$ cat config.mk
export PLATFORM = sky130hd
export DESIGN_NAME = cpuTop
export DESIGN_NICKNAME = d
export VERILOG_FILES = /design/src/isaPkg.sv /design/src/ctrlPkg.sv /design/src/regFile.sv /design/src/alu.sv /design/src/datapath.sv /design/src/controller.sv /design/src/cpuTop.sv
export SDC_FILE = /design/constraint.sdc
export NUM_CORES = 1
export LEC_CHECK = 0
export BUFFER_PORTS_ARGS = -buffer_cell sky130_fd_sc_hd__buf_2
export CAP_MARGIN = 25
export CORE_MARGIN = 2
export CORE_UTILIZATION = 55
export CTS_CLUSTER_DIAMETER = 150
export DETAILED_ROUTE_END_ITERATION = 16
export GPL_ROUTABILITY_DRIVEN = 0
export GPL_TIMING_DRIVEN = 1
export HOLD_SLACK_MARGIN = 0.05
export MAX_ROUTING_LAYER = met4
export PLACE_DENSITY = 0.74
export SLEW_MARGIN = 10
export SYNTH_ARGS = -nofsm -noshare
export SYNTH_HDL_FRONTEND = slang
export SYNTH_HIERARCHICAL = 1
export SYNTH_SLANG_ARGS = --single-unit
$ cat constraint.sdc
create_clock -name clk -period 10.1 [get_ports clk]
set_input_delay 0 -clock clk [delete_from_list [all_inputs] [get_ports clk]]
set_output_delay 0 -clock clk [all_outputs]
set_load 0.01 [all_outputs]
$ cat src/isaPkg.sv
`default_nettype none

package isaPkg;

   typedef logic [15:0] wordT;
   typedef logic [1:0] regIdxT;

   // Opcodes
   localparam logic [3:0] opBne = 4'd0;
   localparam logic [3:0] opBeq = 4'd1;
   localparam logic [3:0] opBgz = 4'd2;
   localparam logic [3:0] opBlz = 4'd3;
   localparam logic [3:0] opAdi = 4'd4;
   localparam logic [3:0] opOri = 4'd5;
   localparam logic [3:0] opLhi = 4'd6;
   localparam logic [3:0] opLwd = 4'd7;
   localparam logic [3:0] opSwd = 4'd8;
   localparam logic [3:0] opJmp = 4'd9;
   localparam logic [3:0] opJal = 4'd10;
   localparam logic [3:0] opRtype = 4'd15;

   // Function codes of the register group
   localparam logic [5:0] fnAdd = 6'd0;
   localparam logic [5:0] fnSub = 6'd1;
   localparam logic [5:0] fnAnd = 6'd2;
   localparam logic [5:0] fnOr = 6'd3;
   localparam logic [5:0] fnNot = 6'd4;
   localparam logic [5:0] fnTcp = 6'd5;
   localparam logic [5:0] fnShl = 6'd6;
   localparam logic [5:0] fnShr = 6'd7;
   localparam logic [5:0] fnJpr = 6'd25;
   localparam logic [5:0] fnJrl = 6'd26;
   localparam logic [5:0] fnWwd = 6'd28;
   localparam logic [5:0] fnHlt = 6'd29;

   // Return address register of JAL and JRL
   localparam regIdxT linkReg = 2'd2;

   typedef union packed {
      struct packed {
         logic [3:0] opcode;
         regIdxT rs;
         regIdxT rt;
         regIdxT rd;
         logic [5:0] funct;
      } r;
      struct packed {
         logic [3:0] opcode;
         regIdxT rs;
         regIdxT rt;
         logic [7:0] imm;
      } i;
      struct packed {
         logic [3:0] opcode;
         logic [11:0] target;
      } j;
   } instrT;

endpackage

`default_nettype wire

$ cat src/ctrlPkg.sv
`default_nettype none

package ctrlPkg;

   typedef enum logic [4:0] {
      FETCH_REQ = 5'd0,
      FETCH_WAIT = 5'd1,
      DECODE = 5'd2,
      EXEC = 5'd3,
      MEM_REQ = 5'd4,
      MEM_WAIT = 5'd5,
      WRITEBACK = 5'd6,
      HALTED = 5'd7
   } stateT;

   // Data operations
   typedef enum logic [3:0] {
      ADD = 4'd0,
      SUB = 4'd1,
      AND = 4'd2,
      OR = 4'd3,
      NOT = 4'd4,
      NEG = 4'd5,
      SHL = 4'd6,
      SHR = 4'd7,
      LHI = 4'd8,
      PASS = 4'd9,
      // Branch conditions
      NE = 4'd10,
      EQ = 4'd11,
      GTZ = 4'd12,
      LTZ = 4'd13
   } aluOpT;

endpackage

`default_nettype wire

$ cat src/regFile.sv
`default_nettype none

module regFile (
   input  bit             clk,
   input  bit             rstN,
   input  isaPkg::regIdxT rdAddrA,
   input  isaPkg::regIdxT rdAddrB,
   input  isaPkg::regIdxT wrAddr,
   input  isaPkg::wordT   wrData,
   input  bit             wrEn,
   output isaPkg::wordT   rdDataA,
   output isaPkg::wordT   rdDataB
);

   import isaPkg::*;

   wordT regs [4];

   always_ff @(posedge clk) begin
      if (!rstN) begin
         regs <= '{default: '0};
      end else if (wrEn) begin
         regs[wrAddr] <= wrData;
      end
   end

   assign rdDataA = regs[rdAddrA];
   assign rdDataB = regs[rdAddrB];

endmodule

`default_nettype wire

$ cat src/alu.sv
`default_nettype none

module alu (
   input  isaPkg::wordT   a,
   input  isaPkg::wordT   b,
   input  ctrlPkg::aluOpT op,
   output isaPkg::wordT   result,
   output bit             bcond
);

   import ctrlPkg::*;

   always_comb begin
      result = '0;
      bcond = 1'b0;
      case (op)
         ADD: result = a + b;
         SUB: result = a - b;
         AND: result = a & b;
         OR: result = a | b;
         NOT: result = ~a;
         NEG: result = ~a + 16'd1;
         SHL: result = a << 1;
         // Logical shift that clears the sign bit
         SHR: result = a >> 1;
         // Immediate into the upper byte
         LHI: result = {b[7:0], 8'h00};
         PASS: result = a;
         NE: bcond = (a != b);
         EQ: bcond = (a == b);
         // Positive and nonzero
         GTZ: bcond = !a[15] && (a != '0);
         LTZ: bcond = a[15];
         default: begin
            result = '0;
            bcond = 1'b0;
         end
      endcase
   end

endmodule

`default_nettype wire

$ cat src/datapath.sv
`default_nettype none

module datapath (
   input  bit             clk,
   input  bit             rstN,
   input  bit             irLoad,
   input  bit             mdrLoad,
   input  bit             pcLoad,
   input  bit             regWrite,
   input  bit             memToReg,
   input  bit             aluSrcImm,
   input  bit             signExtend,
   input  bit             savePc,
   input  bit             branch,
   input  bit             jumpTarget,
   input  bit             jumpReg,
   input  bit             addrFromAlu,
   input  bit             outLoad,
   input  ctrlPkg::aluOpT aluOp,
   input  isaPkg::wordT   memRdata,
   output isaPkg::wordT   memAddr,
   output isaPkg::wordT   memWdata,
   output isaPkg::instrT  instr,
   output bit             bcond,
   output isaPkg::wordT   outPort,
   output bit             outValid
);

   import isaPkg::*;

   wordT   pc;
   wordT   pcPlus1;
   wordT   mdr;
   wordT   imm;
   wordT   rdDataA;
   wordT   rdDataB;
   wordT   aluB;
   wordT   aluResult;
   wordT   nextPc;
   wordT   wrData;
   regIdxT wrAddr;

   always_ff @(posedge clk) begin
      if (!rstN) begin
         pc <= '0;
         instr <= '0;
         outValid <= 1'b0;
      end else begin
         if (pcLoad) begin
            pc <= nextPc;
         end
         if (irLoad) begin
            instr <= memRdata;
         end
         outValid <= outLoad;
      end
   end

   // Load data and the output word
   always_ff @(posedge clk) begin
      if (mdrLoad) begin
         mdr <= memRdata;
      end
      if (outLoad) begin
         outPort <= rdDataA;
      end
   end

   assign pcPlus1 = pc + 16'd1;
   assign imm = signExtend ? {{8{instr.i.imm[7]}}, instr.i.imm} : {8'h00, instr.i.imm};
   assign aluB = aluSrcImm ? imm : rdDataB;
   assign memAddr = addrFromAlu ? aluResult : pc;
   assign memWdata = rdDataB;

   always_comb begin
      if (jumpReg) begin
         nextPc = rdDataA;
      end else if (jumpTarget) begin
         nextPc = {pcPlus1[15:12], instr.j.target};
      end else if (branch) begin
         nextPc = pcPlus1 + imm;
      end else begin
         nextPc = pcPlus1;
      end
   end

   // Immediate forms write rt and register forms write rd
   assign wrAddr = savePc ? linkReg : (aluSrcImm ? instr.i.rt : instr.r.rd);
   assign wrData = savePc ? pcPlus1 : (memToReg ? mdr : aluResult);

   regFile rf (
      .clk     (clk),
      .rstN    (rstN),
      .rdAddrA (instr.r.rs),
      .rdAddrB (instr.r.rt),
      .wrAddr  (wrAddr),
      .wrData  (wrData),
      .wrEn    (regWrite),
      .rdDataA (rdDataA),
      .rdDataB (rdDataB)
   );

   alu aluUnit (
      .a      (rdDataA),
      .b      (aluB),
      .op     (aluOp),
      .result (aluResult),
      .bcond  (bcond)
   );

endmodule

`default_nettype wire

$ cat src/controller.sv
`default_nettype none

module controller (
   input  bit             clk,
   input  bit             rstN,
   input  isaPkg::instrT  instr,
   input  bit             bcond,
   input  bit             memAck,
   output bit             memReq,
   output bit             memWrite,
   output bit             irLoad,
   output bit             mdrLoad,
   output bit             pcLoad,
   output bit             regWrite,
   output bit             memToReg,
   output bit             aluSrcImm,
   output bit             signExtend,
   output bit             savePc,
   output bit             branch,
   output bit             jumpTarget,
   output bit             jumpReg,
   output bit             addrFromAlu,
   output bit             outLoad,
   output ctrlPkg::aluOpT aluOp,
   output isaPkg::wordT   numInst,
   output bit             halted
);

   import isaPkg::*;
   import ctrlPkg::*;

   stateT      state;
   stateT      nextState;
   logic [3:0] opcode;
   logic [5:0] funct;
   logic       isRgroup;
   logic       isAluR;
   logic       isAluI;
   logic       isLoad;
   logic       isStore;
   logic       isBranch;
   logic       isJal;
   logic       isJrl;
   logic       isJmp;
   logic       isJpr;
   logic       isWwd;
   logic       isHlt;
   logic       ackSeen;
   logic       instDone;

   assign opcode = instr.r.opcode;
   assign funct = instr.r.funct;
   assign isRgroup = (opcode == opRtype);
   assign isAluR = isRgroup && (funct <= fnShr);
   assign isAluI = opcode inside {opAdi, opOri, opLhi};
   assign isLoad = (opcode == opLwd);
   assign isStore = (opcode == opSwd);
   assign isBranch = opcode inside {opBne, opBeq, opBgz, opBlz};
   assign isJmp = (opcode == opJmp);
   assign isJal = (opcode == opJal);
   assign isJpr = isRgroup && (funct == fnJpr);
   assign isJrl = isRgroup && (funct == fnJrl);
   assign isWwd = isRgroup && (funct == fnWwd);
   assign isHlt = isRgroup && (funct == fnHlt);

   // Memory answered an outstanding request
   assign ackSeen = memReq && memAck;

   always_comb begin
      nextState = state;
      case (state)
         FETCH_REQ: if (ackSeen) nextState = FETCH_WAIT;
         FETCH_WAIT: if (!memAck) nextState = DECODE;
         DECODE: begin
            if (isHlt) begin
               nextState = HALTED;
            end else if (isAluR || isAluI || isLoad || isStore || isBranch) begin
               nextState = EXEC;
            end else if (isJal || isJrl) begin
               nextState = WRITEBACK;
            end else begin
               // JMP, JPR, WWD and unknown codes finish here
               nextState = FETCH_REQ;
            end
         end
         EXEC: begin
            if (isLoad || isStore) begin
               nextState = MEM_REQ;
            end else if (isBranch) begin
               nextState = FETCH_REQ;
            end else begin
               nextState = WRITEBACK;
            end
         end
         MEM_REQ: if (ackSeen) nextState = MEM_WAIT;
         MEM_WAIT: if (!memAck) nextState = isLoad ? WRITEBACK : FETCH_REQ;
         WRITEBACK: nextState = FETCH_REQ;
         HALTED: nextState = HALTED;
         default: nextState = FETCH_REQ;
      endcase
   end

   always_ff @(posedge clk) begin
      if (!rstN) begin
         state <= FETCH_REQ;
         memReq <= 1'b0;
         memWrite <= 1'b0;
         numInst <= '0;
      end else begin
         state <= nextState;
         memReq <= nextState inside {FETCH_REQ, MEM_REQ};
         memWrite <= (nextState == MEM_REQ) && isStore;
         if (instDone) begin
            numInst <= numInst + 16'd1;
         end
      end
   end

   // Every instruction but halt ends on its way back to fetch
   assign pcLoad = (state != FETCH_REQ) && (nextState == FETCH_REQ);
   assign instDone = pcLoad || ((state == DECODE) && isHlt);

   assign irLoad = (state == FETCH_REQ) && ackSeen;
   assign mdrLoad = (state == MEM_REQ) && ackSeen && isLoad;
   assign regWrite = (state == WRITEBACK);
   assign outLoad = (state == DECODE) && isWwd;
   assign addrFromAlu = state inside {MEM_REQ, MEM_WAIT};
   assign memToReg = isLoad;
   assign aluSrcImm = isAluI || isLoad || isStore;
   assign signExtend = (opcode != opOri);
   assign savePc = isJal || isJrl;
   assign branch = isBranch && bcond;
   assign jumpTarget = isJmp || isJal;
   assign jumpReg = isJpr || isJrl;
   assign halted = (state == HALTED);

   always_comb begin
      case (opcode)
         opBne: aluOp = NE;
         opBeq: aluOp = EQ;
         opBgz: aluOp = GTZ;
         opBlz: aluOp = LTZ;
         opOri: aluOp = OR;
         opLhi: aluOp = LHI;
         // ADI and the address of LWD and SWD
         opAdi, opLwd, opSwd: aluOp = ADD;
         opRtype: begin
            case (funct)
               fnAdd: aluOp = ADD;
               fnSub: aluOp = SUB;
               fnAnd: aluOp = AND;
               fnOr: aluOp = OR;
               fnNot: aluOp = NOT;
               fnTcp: aluOp = NEG;
               fnShl: aluOp = SHL;
               fnShr: aluOp = SHR;
               default: aluOp = PASS;
            endcase
         end
         default: aluOp = PASS;
      endcase
   end

endmodule

`default_nettype wire

$ cat src/cpuTop.sv
`default_nettype none

module cpuTop (
   input  bit           clk,
   input  bit           rstN,
   output bit           memReq,
   output bit           memWrite,
   output isaPkg::wordT memAddr,
   output isaPkg::wordT memWdata,
   input  bit           memAck,
   input  isaPkg::wordT memRdata,
   output isaPkg::wordT outPort,
   output bit           outValid,
   output isaPkg::wordT numInst,
   output bit           halted
);

   import isaPkg::*;
   import ctrlPkg::*;

   instrT instr;
   aluOpT aluOp;
   bit    bcond;
   bit    irLoad;
   bit    mdrLoad;
   bit    pcLoad;
   bit    regWrite;
   bit    memToReg;
   bit    aluSrcImm;
   bit    signExtend;
   bit    savePc;
   bit    branch;
   bit    jumpTarget;
   bit    jumpReg;
   bit    addrFromAlu;
   bit    outLoad;

   controller ctrl (.*);

   datapath dp (.*);

endmodule

`default_nettype wire

; After elaboration in Yosys (flattened, before gate mapping)
; Memory sizes are Yosys's and may differ from the RTL's. A register that Yosys moved wholly into a read port is not among the register bits.
; Cells that the tools add are included.
[totals]
register_bits = 152
rom_bits = 24
in_bits = 19
out_inout_bits = 68
elab_cells = 146
n_memories = 1
[mem_list]
columns = memory, depth, width, rd, rd_clocked_by_memory_dff, wr, line_no
row1 = (no name shown), 8, 3, 1, 1, 0, controller.sv:148  ; case (funct)
[classes]
add_sub_neg = 6
magnitude_cmp = 5
n_eq_ne = 39
muxes = 36
bitwise = 6
reduce_logical = 40
[ops]
columns = operator, count
row1 = $mux W16, 13
row2 = $pmux W16 S10, 1
row3 = $bmux W16 S2, 2
row4 = $bwmux W64, 1
row5 = $add A16 B1 Y16 const B, 3
row6 = $eq A4 B4 Y1 const B, 10
row7 = $mux W5, 7
row8 = $pmux W5 S7, 1
row9 = $add A16 B16 Y16, 2
row10 = $demux W16 S2, 1
row11 = $eq A4 B3 Y1 const B, 8
row12 = $pmux W4 S8, 1
row13 = $eq A5 B3 Y1 const B, 5
row14 = $eq A6 B5 Y1 const B, 4
row15 = $and A16 B16 Y16, 1
row16 = $eq A16 B16 Y1, 1
row17 = $eq A4 B2 Y1 const B, 4
row18 = $logic_and A1 B1 Y1, 16
row19 = $ne A16 B16 Y1, 1
row20 = $not A16 Y16, 1
row21 = $or A16 B16 Y16, 1
row22 = $reduce_bool A16 Y1, 1
row23 = $sub A16 B16 Y16, 1
row24 = $mux W3, 5
row25 = other kinds (21), 41

; Depth between registers and ports, before layout
[logic_depth]
ltp_word = 12
mapped_depth = 25
mapped_depth_nobuf = 20

; By module
; The synthesis kept the hierarchy.
[by_module_without_submodules]
columns = mod, n_inst, cells_per_inst, area_each_um2, seq_area_each_um2
row1 = datapath, 1, 464, 4297.9, 1621.6
row2 = regFile, 1, 268, 3258.1, 1281.2
row3 = alu, 1, 462, 3119.2, 0.0
row4 = controller, 1, 193, 1508.9, 460.4

; Least setup slack after synthesis
; OpenSTA, ideal clock, no wires.
[synth_path]
kind = register to register
from = register dp/instr[14] (netlist bit)
to = register dp.pc[7]
setup_ps = 120
t_arrival_ps = 4678
required_time_ps = 9980
setup_slack_ps = 5303
stages_incl_launch_ff = 21
path_buffers = 5
period_less_slack_ps = 4797
path_cell_list = dfxtp_1 -> or3b_2 -> o21ai_0 -> clkbuf_1 -> clkbuf_1 -> nand2_1 -> o21ai_0 -> inv_1 -> ha_1 -> buf_2 -> nor4_4 -> nand4_1 -> nor4_1 -> xnor2_1 -> nand2_1 -> a21boi_0 -> nor3b_1 -> clkbuf_1 -> buf_1 -> a2111oi_0 -> a211o_1
[synth_between]
elab_chain_cells = 11
elab_cells_between_ends = 54
classes_between = eq/ne: 18 / mux: 15 / reduce/logical: 21
[synth_rtl]
columns = item, line_no
row1 = from (decl), datapath.sv:23  ; output isaPkg::instrT instr,
row2 = from (signal assigned), datapath.sv:53  ; instr <= memRdata;
row3 = $eq A4 B3 Y1, controller.sv:55  ; assign isAluI = opcode inside {opAdi, opOri, opLhi};
row4 = $reduce_bool A3 Y1, controller.sv:55
row5 = $logic_or A1 B1 Y1, controller.sv:129  ; assign aluSrcImm = isAluI || isLoad || isStore;
row6 = $logic_or A1 B1 Y1 *, controller.sv:129
row7 = named net aluSrcImm, cpuTop.sv:29  ; bit aluSrcImm;
row8 = $mux W16 *, datapath.sv:71  ; assign aluB = aluSrcImm ? imm : rdDataB;
row9 = named net dp.aluB[10], datapath.sv:37  ; wordT aluB;
row10 = $eq A16 B16 Y1 / $ne A16 B16 Y1 (equally long branches), "alu.sv:30, alu.sv:29"
row11 = $pmux W1 S4 *, alu.sv:16  ; case (op)
row12 = named net bcond, cpuTop.sv:23  ; bit bcond;
row13 = $logic_and A1 B1 Y1 *, controller.sv:132  ; assign branch = isBranch && bcond;
row14 = named net branch, cpuTop.sv:32  ; bit branch;
row15 = $mux W16 *, datapath.sv:80  ; end else if (branch) begin
row16 = $mux W16 *, datapath.sv:78  ; end else if (jumpTarget) begin
row17 = $mux W16 *, datapath.sv:76  ; if (jumpReg) begin
row18 = to (signal assigned), datapath.sv:50  ; pc <= nextPc;
row19 = to (decl), datapath.sv:31  ; wordT pc;
; Mark *: on every way through the listed nets, which the timed path passes. The rest lies on a longest branch.
; A chain may end at the register's enable or synchronous reset.

; Worst setup path after layout
[layout_path]
from = register dp/instr[15] (netlist bit)
to = register dp.pc[15]
[layout_between]
elab_cells_between_ends = 55
classes_between = add/sub: 1 / eq/ne: 18 / mux: 15 / reduce/logical: 21
[layout_lines]
columns = item, line_no
row1 = $ne A4 B3 Y1 *, controller.sv:130  ; assign signExtend = (opcode != opOri);
row2 = named net signExtend, cpuTop.sv:30  ; bit signExtend;
row3 = $mux W16 *, datapath.sv:70  ; assign imm = signExtend ? {{8{instr.i.imm[7]}}, instr.i.imm} : {8'h00, instr.i.imm};
row4 = $mux W16 *, datapath.sv:71
row5 = named net dp.aluB[10], datapath.sv:37
row6 = $eq A16 B16 Y1 / $ne A16 B16 Y1 (equally long branches), "alu.sv:30, alu.sv:29"
row7 = $pmux W1 S4 *, alu.sv:16
row8 = named net bcond, cpuTop.sv:23
row9 = $logic_and A1 B1 Y1 *, controller.sv:132
row10 = named net branch, cpuTop.sv:32
row11 = $mux W16 *, datapath.sv:80
row12 = $mux W16 *, datapath.sv:78
row13 = $mux W16 *, datapath.sv:76
; Marked as above.

==> metrics.md <==
| Metric | Value |
|---|---|
| Leakage power | 5.22 nW |
| Post-cts sizing count | 0 |
| Post-CTS Setup Bufs | 0 |
| Post-synth EDFFs | 32 |
| Wire length of the first global-routing pass | 62.0 mm |
| Syn_area_per_cell | 8.78 um^2 |
| Clk slew on worst S/H paths | 0.06 ns |
| Gr ovfl total | 0 |
| NetSw | 0.363 mW |
| # fillers | 1825 |
| Cell Pwr Density | 105 nW/um^2 |
| Layout area overhead | 10.6% |
| Row cnt | 54 |
| Synth Register Bits | 152 |
| Tot Pwr | 1.41 mW |
| TritonCTS Sinks | 152 |
| Maximum clock path buffer count | 2 |
| Post-route ant nets | 0 |
| HP Class | input port to flop |
| Worst-Margin Slew | 1.07 ns |
| GRT busiest layer | met2 |
| Synth Flop Type | dfxtp_1 |
| WP buf/inv | 3 |
| Crit path launch | dp/instr[15]$_SDFFE_PN0P_ |
| YS warnings | 6 |
| Switching Fraction | 0.258 |
| Final Setup Violations | 0 |
| Post-synth ARST share | 0 |
| Final Critical Period | 5.83 ns |
| Drt first-iter violations | 1462 |
| Max-slew violations | 0 |
| Nets@finish | 1537 |
| Hold Crit Start | memAck |
| Clk_lat worst skew | 0.43 ns |
| Post-synth cell types | 100 |
| CP Max Fanout | 21 |
| Ordered list of cells on the worst path | inv_1, nand4_1, and2_1, nand2_1, o21ai_0, inv_1, ha_1, nor4_4, nand4_1, nor4_1, xnor2_1, nand2_1, a21boi_0, nor3b_2, buf_4, nor2b_1, nor2_1, a21bo_2, a22o_1, nand2_1, o21ai_1 |
| Worst EP arrival | 6.13 ns |
| Max-cap violation count | 0 |
| Period Utilization, post-route | 0.577 |
| Outcome | finished clean |
| Die height | 153 um |
| CP max stage cell | and2_1 |
| Final hold slack | 0.237 ns |
| Share of cells above drive strength 1 | 0.144 |
| Vias in the first global route | 11058 |
| Yosys top cell by area | dfxtp_1 |
| Logic pwr share | 0.097 |
| Mapped cell area | 12200 um^2 |
| CP most frequent cell | nand2_1 |
| Synthesized instance count | 1387 |
| Core Footprint | 21800 um^2 |
| VDD IR max | 0.115 mV |
| GRT met3 Usage | 0.0663 |
| Setup TNS | 0 ns |
| Post-synth top cells | nand2_1, dfxtp_1, mux2i_1 |
| Initial antenna violation count | 1 |
| Most numerous cell in the Yosys netlist | nand2_1 |
| Horiz. Die Dim | 153 um |
| Sequential share of power | 0.457 |
| Routed vias/inst | 6.75 |
| Final wirelength | 40.4 mm |
| # DRC | 0 |
| Global Route Usage Sum | 0.345 |
| Relative slew slack | 0.282 |
| Starting Density | 0.560 |
| Max Fclk | 172 MHz |
| H-Tree Depth | 4 |
| CTS tree | yes |
| WL/cell | 23.2 um |
| Post-DP HPWL | 29.4 mm |
| Num CTS Buffers | 17 |
| R2R Path Start | dp/instr[15]$_SDFFE_PN0P_ |
| RSZ-0062 raised after global routing | no |
| Top area cells in the synthesized netlist | dfxtp_1, mux2i_1, edfxtp_1 |
| Delay-heaviest family, CP | simple AND/OR/NAND/NOR gates |
| Clk pwr share | 0.446 |
| Root buffer selected by CTS | clkbuf_16 |
| Boundary pin count | 87 |
| Hold Vio Cnt, Final | 0 |
| Cell Int Power | 1.05 mW |
| Clk_skew | 0.0107 ns |
| Met2 Resource Use GR | 0.520 |
| Worst Path Required | 10.40 ns |
| IO buf count | 86 |
| WS Path Type | flop to flop |
| Pin count of the biggest net entering global routing | 95 |
| Drt pass-1 iters | 8 |
| Worst Setup End Kind | flop |
| GR Util met1 | 0.430 |
| Die area | 23400 um^2 |
| Largest stage delay, worst path | 0.58 ns |
| Final core occ | 0.620 |
| Sequential-to-total area share from yosys stat | 0.276 |
| Setup crit start kind | flop |
| Hold Buf Count CTS | 17 |
| Area share of the largest cell type after synthesis | 0.197 |
| Routed via count | 11730 |
-- kinds of logic after synthesis --
kind of cell             Yosys count  share of synthesized area
multiplexers                     159                      0.174
flip-flops                       152                      0.276
AND/OR/NAND/NOR                  434                      0.178
adder cells (fa/ha/maj)           73                     0.0768
other                              1                   0.000308
buffers and inverters            164                     0.0618
XOR/XNOR                          41                     0.0295
AO/OA/AOI/OAI                    363                      0.203
-- layout make-up --
cell class	count	area, um^2	area share
diodes	1	2.50	0.000186
clock buffers	18	429	0.0318
clock inverters	14	148	0.0110
inverters	79	297	0.0220
multi-input cells	1072	8120	0.603
flip-flops and latches	152	3360	0.250
well taps	280	350	0.0260
repair buffers	123	768	0.0570
-- placed cells by master, fill, tap and decap left out, types with 12 or more instances in the layout --
master,instances
a221oi_1,13
buf_2,85
a31oi_1,13
nand2_1,166
dlygate4sd3_1,17
dfxtp_1,120
mux2i_1,105
o21ai_1,12
mux2_2,21
inv_1,78
mux4_1,24
nand3_1,34
xor2_1,14
a21oi_1,82
xnor2_1,27
ha_1,70
o211ai_1,14
a211oi_1,15
nor2b_1,34
nor2_1,71
nor3_1,21
clkbuf_16,17
o31ai_1,17
o21ai_0,80
edfxtp_1,32
buf_4,19
-- state kept, by name, indices dropped and copies added, names as in the netlist --
register / count
dp/rf/regs: 64
ctrl/numInst: 16
dp/instr: 16
dp/mdr: 16
dp/outPort: 16
dp/pc: 16
ctrl/state: 5
ctrl/memReq: 1
ctrl/memWrite: 1
dp/outValid: 1
-- worst reg2reg max path, stage by stage (launching register included) --
cell and delay (ns):
dfxtp_1 0.56, inv_1 0.19, nand4_1 0.17, and2_1 0.58
nand2_1 0.29, o21ai_0 0.21, inv_1 0.10, ha_1 0.45
nor4_4 0.41, nand4_1 0.13, nor4_1 0.39, xnor2_1 0.18
nand2_1 0.06, a21boi_0 0.33, nor3b_2 0.24, buf_4 0.27
nor2b_1 0.49, nor2_1 0.12, a21bo_2 0.25, a22o_1 0.17
nand2_1 0.06, o21ai_1 0.06
-- worst paths after layout --
path                                  to  slack (ns)  cells past startpoint
max               dp/pc[15]$_SDFFE_PN0P_        4.27                     21
min             ctrl/state[0]$_SDFF_PN0_        0.24                      6
max reg2reg       dp/pc[15]$_SDFFE_PN0P_        4.27                     21
min reg2reg  dp/rf/regs[47]$_SDFFE_PN0P_        0.47                      2
-- power by group through the flow --
stage               logic [mW]  clock network, mW  registers, mW
detailed placement       0.127                  0          0.657
floorplan               0.0943                  0          0.649
global route             0.147              0.658          0.645
CTS                      0.133              0.636          0.643
finish                   0.136              0.628          0.645
global placement         0.126                  0          0.656
-- per-layer routing --
layer	routed length [um]	part of all wire
met1	15600	0.39
met2	18000	0.45
met4	2750	0.068
met3	3990	0.099
met5	0	0
-- metrics by stage --
step | cell area, um^2 | instances | setup WS (ns)
final | 13500 | 1739 | 4.27
after CTS | 13500 | 1738 | 4.51
after detailed placement | 12700 | 1689 | 4.52
after floorplan | 12200 | 1388 | 5.30
after global routing | 13500 | 1739 | 3.96
after global placement | 12700 | 1687 | 4.60
(Power assumes the default switching activity.)
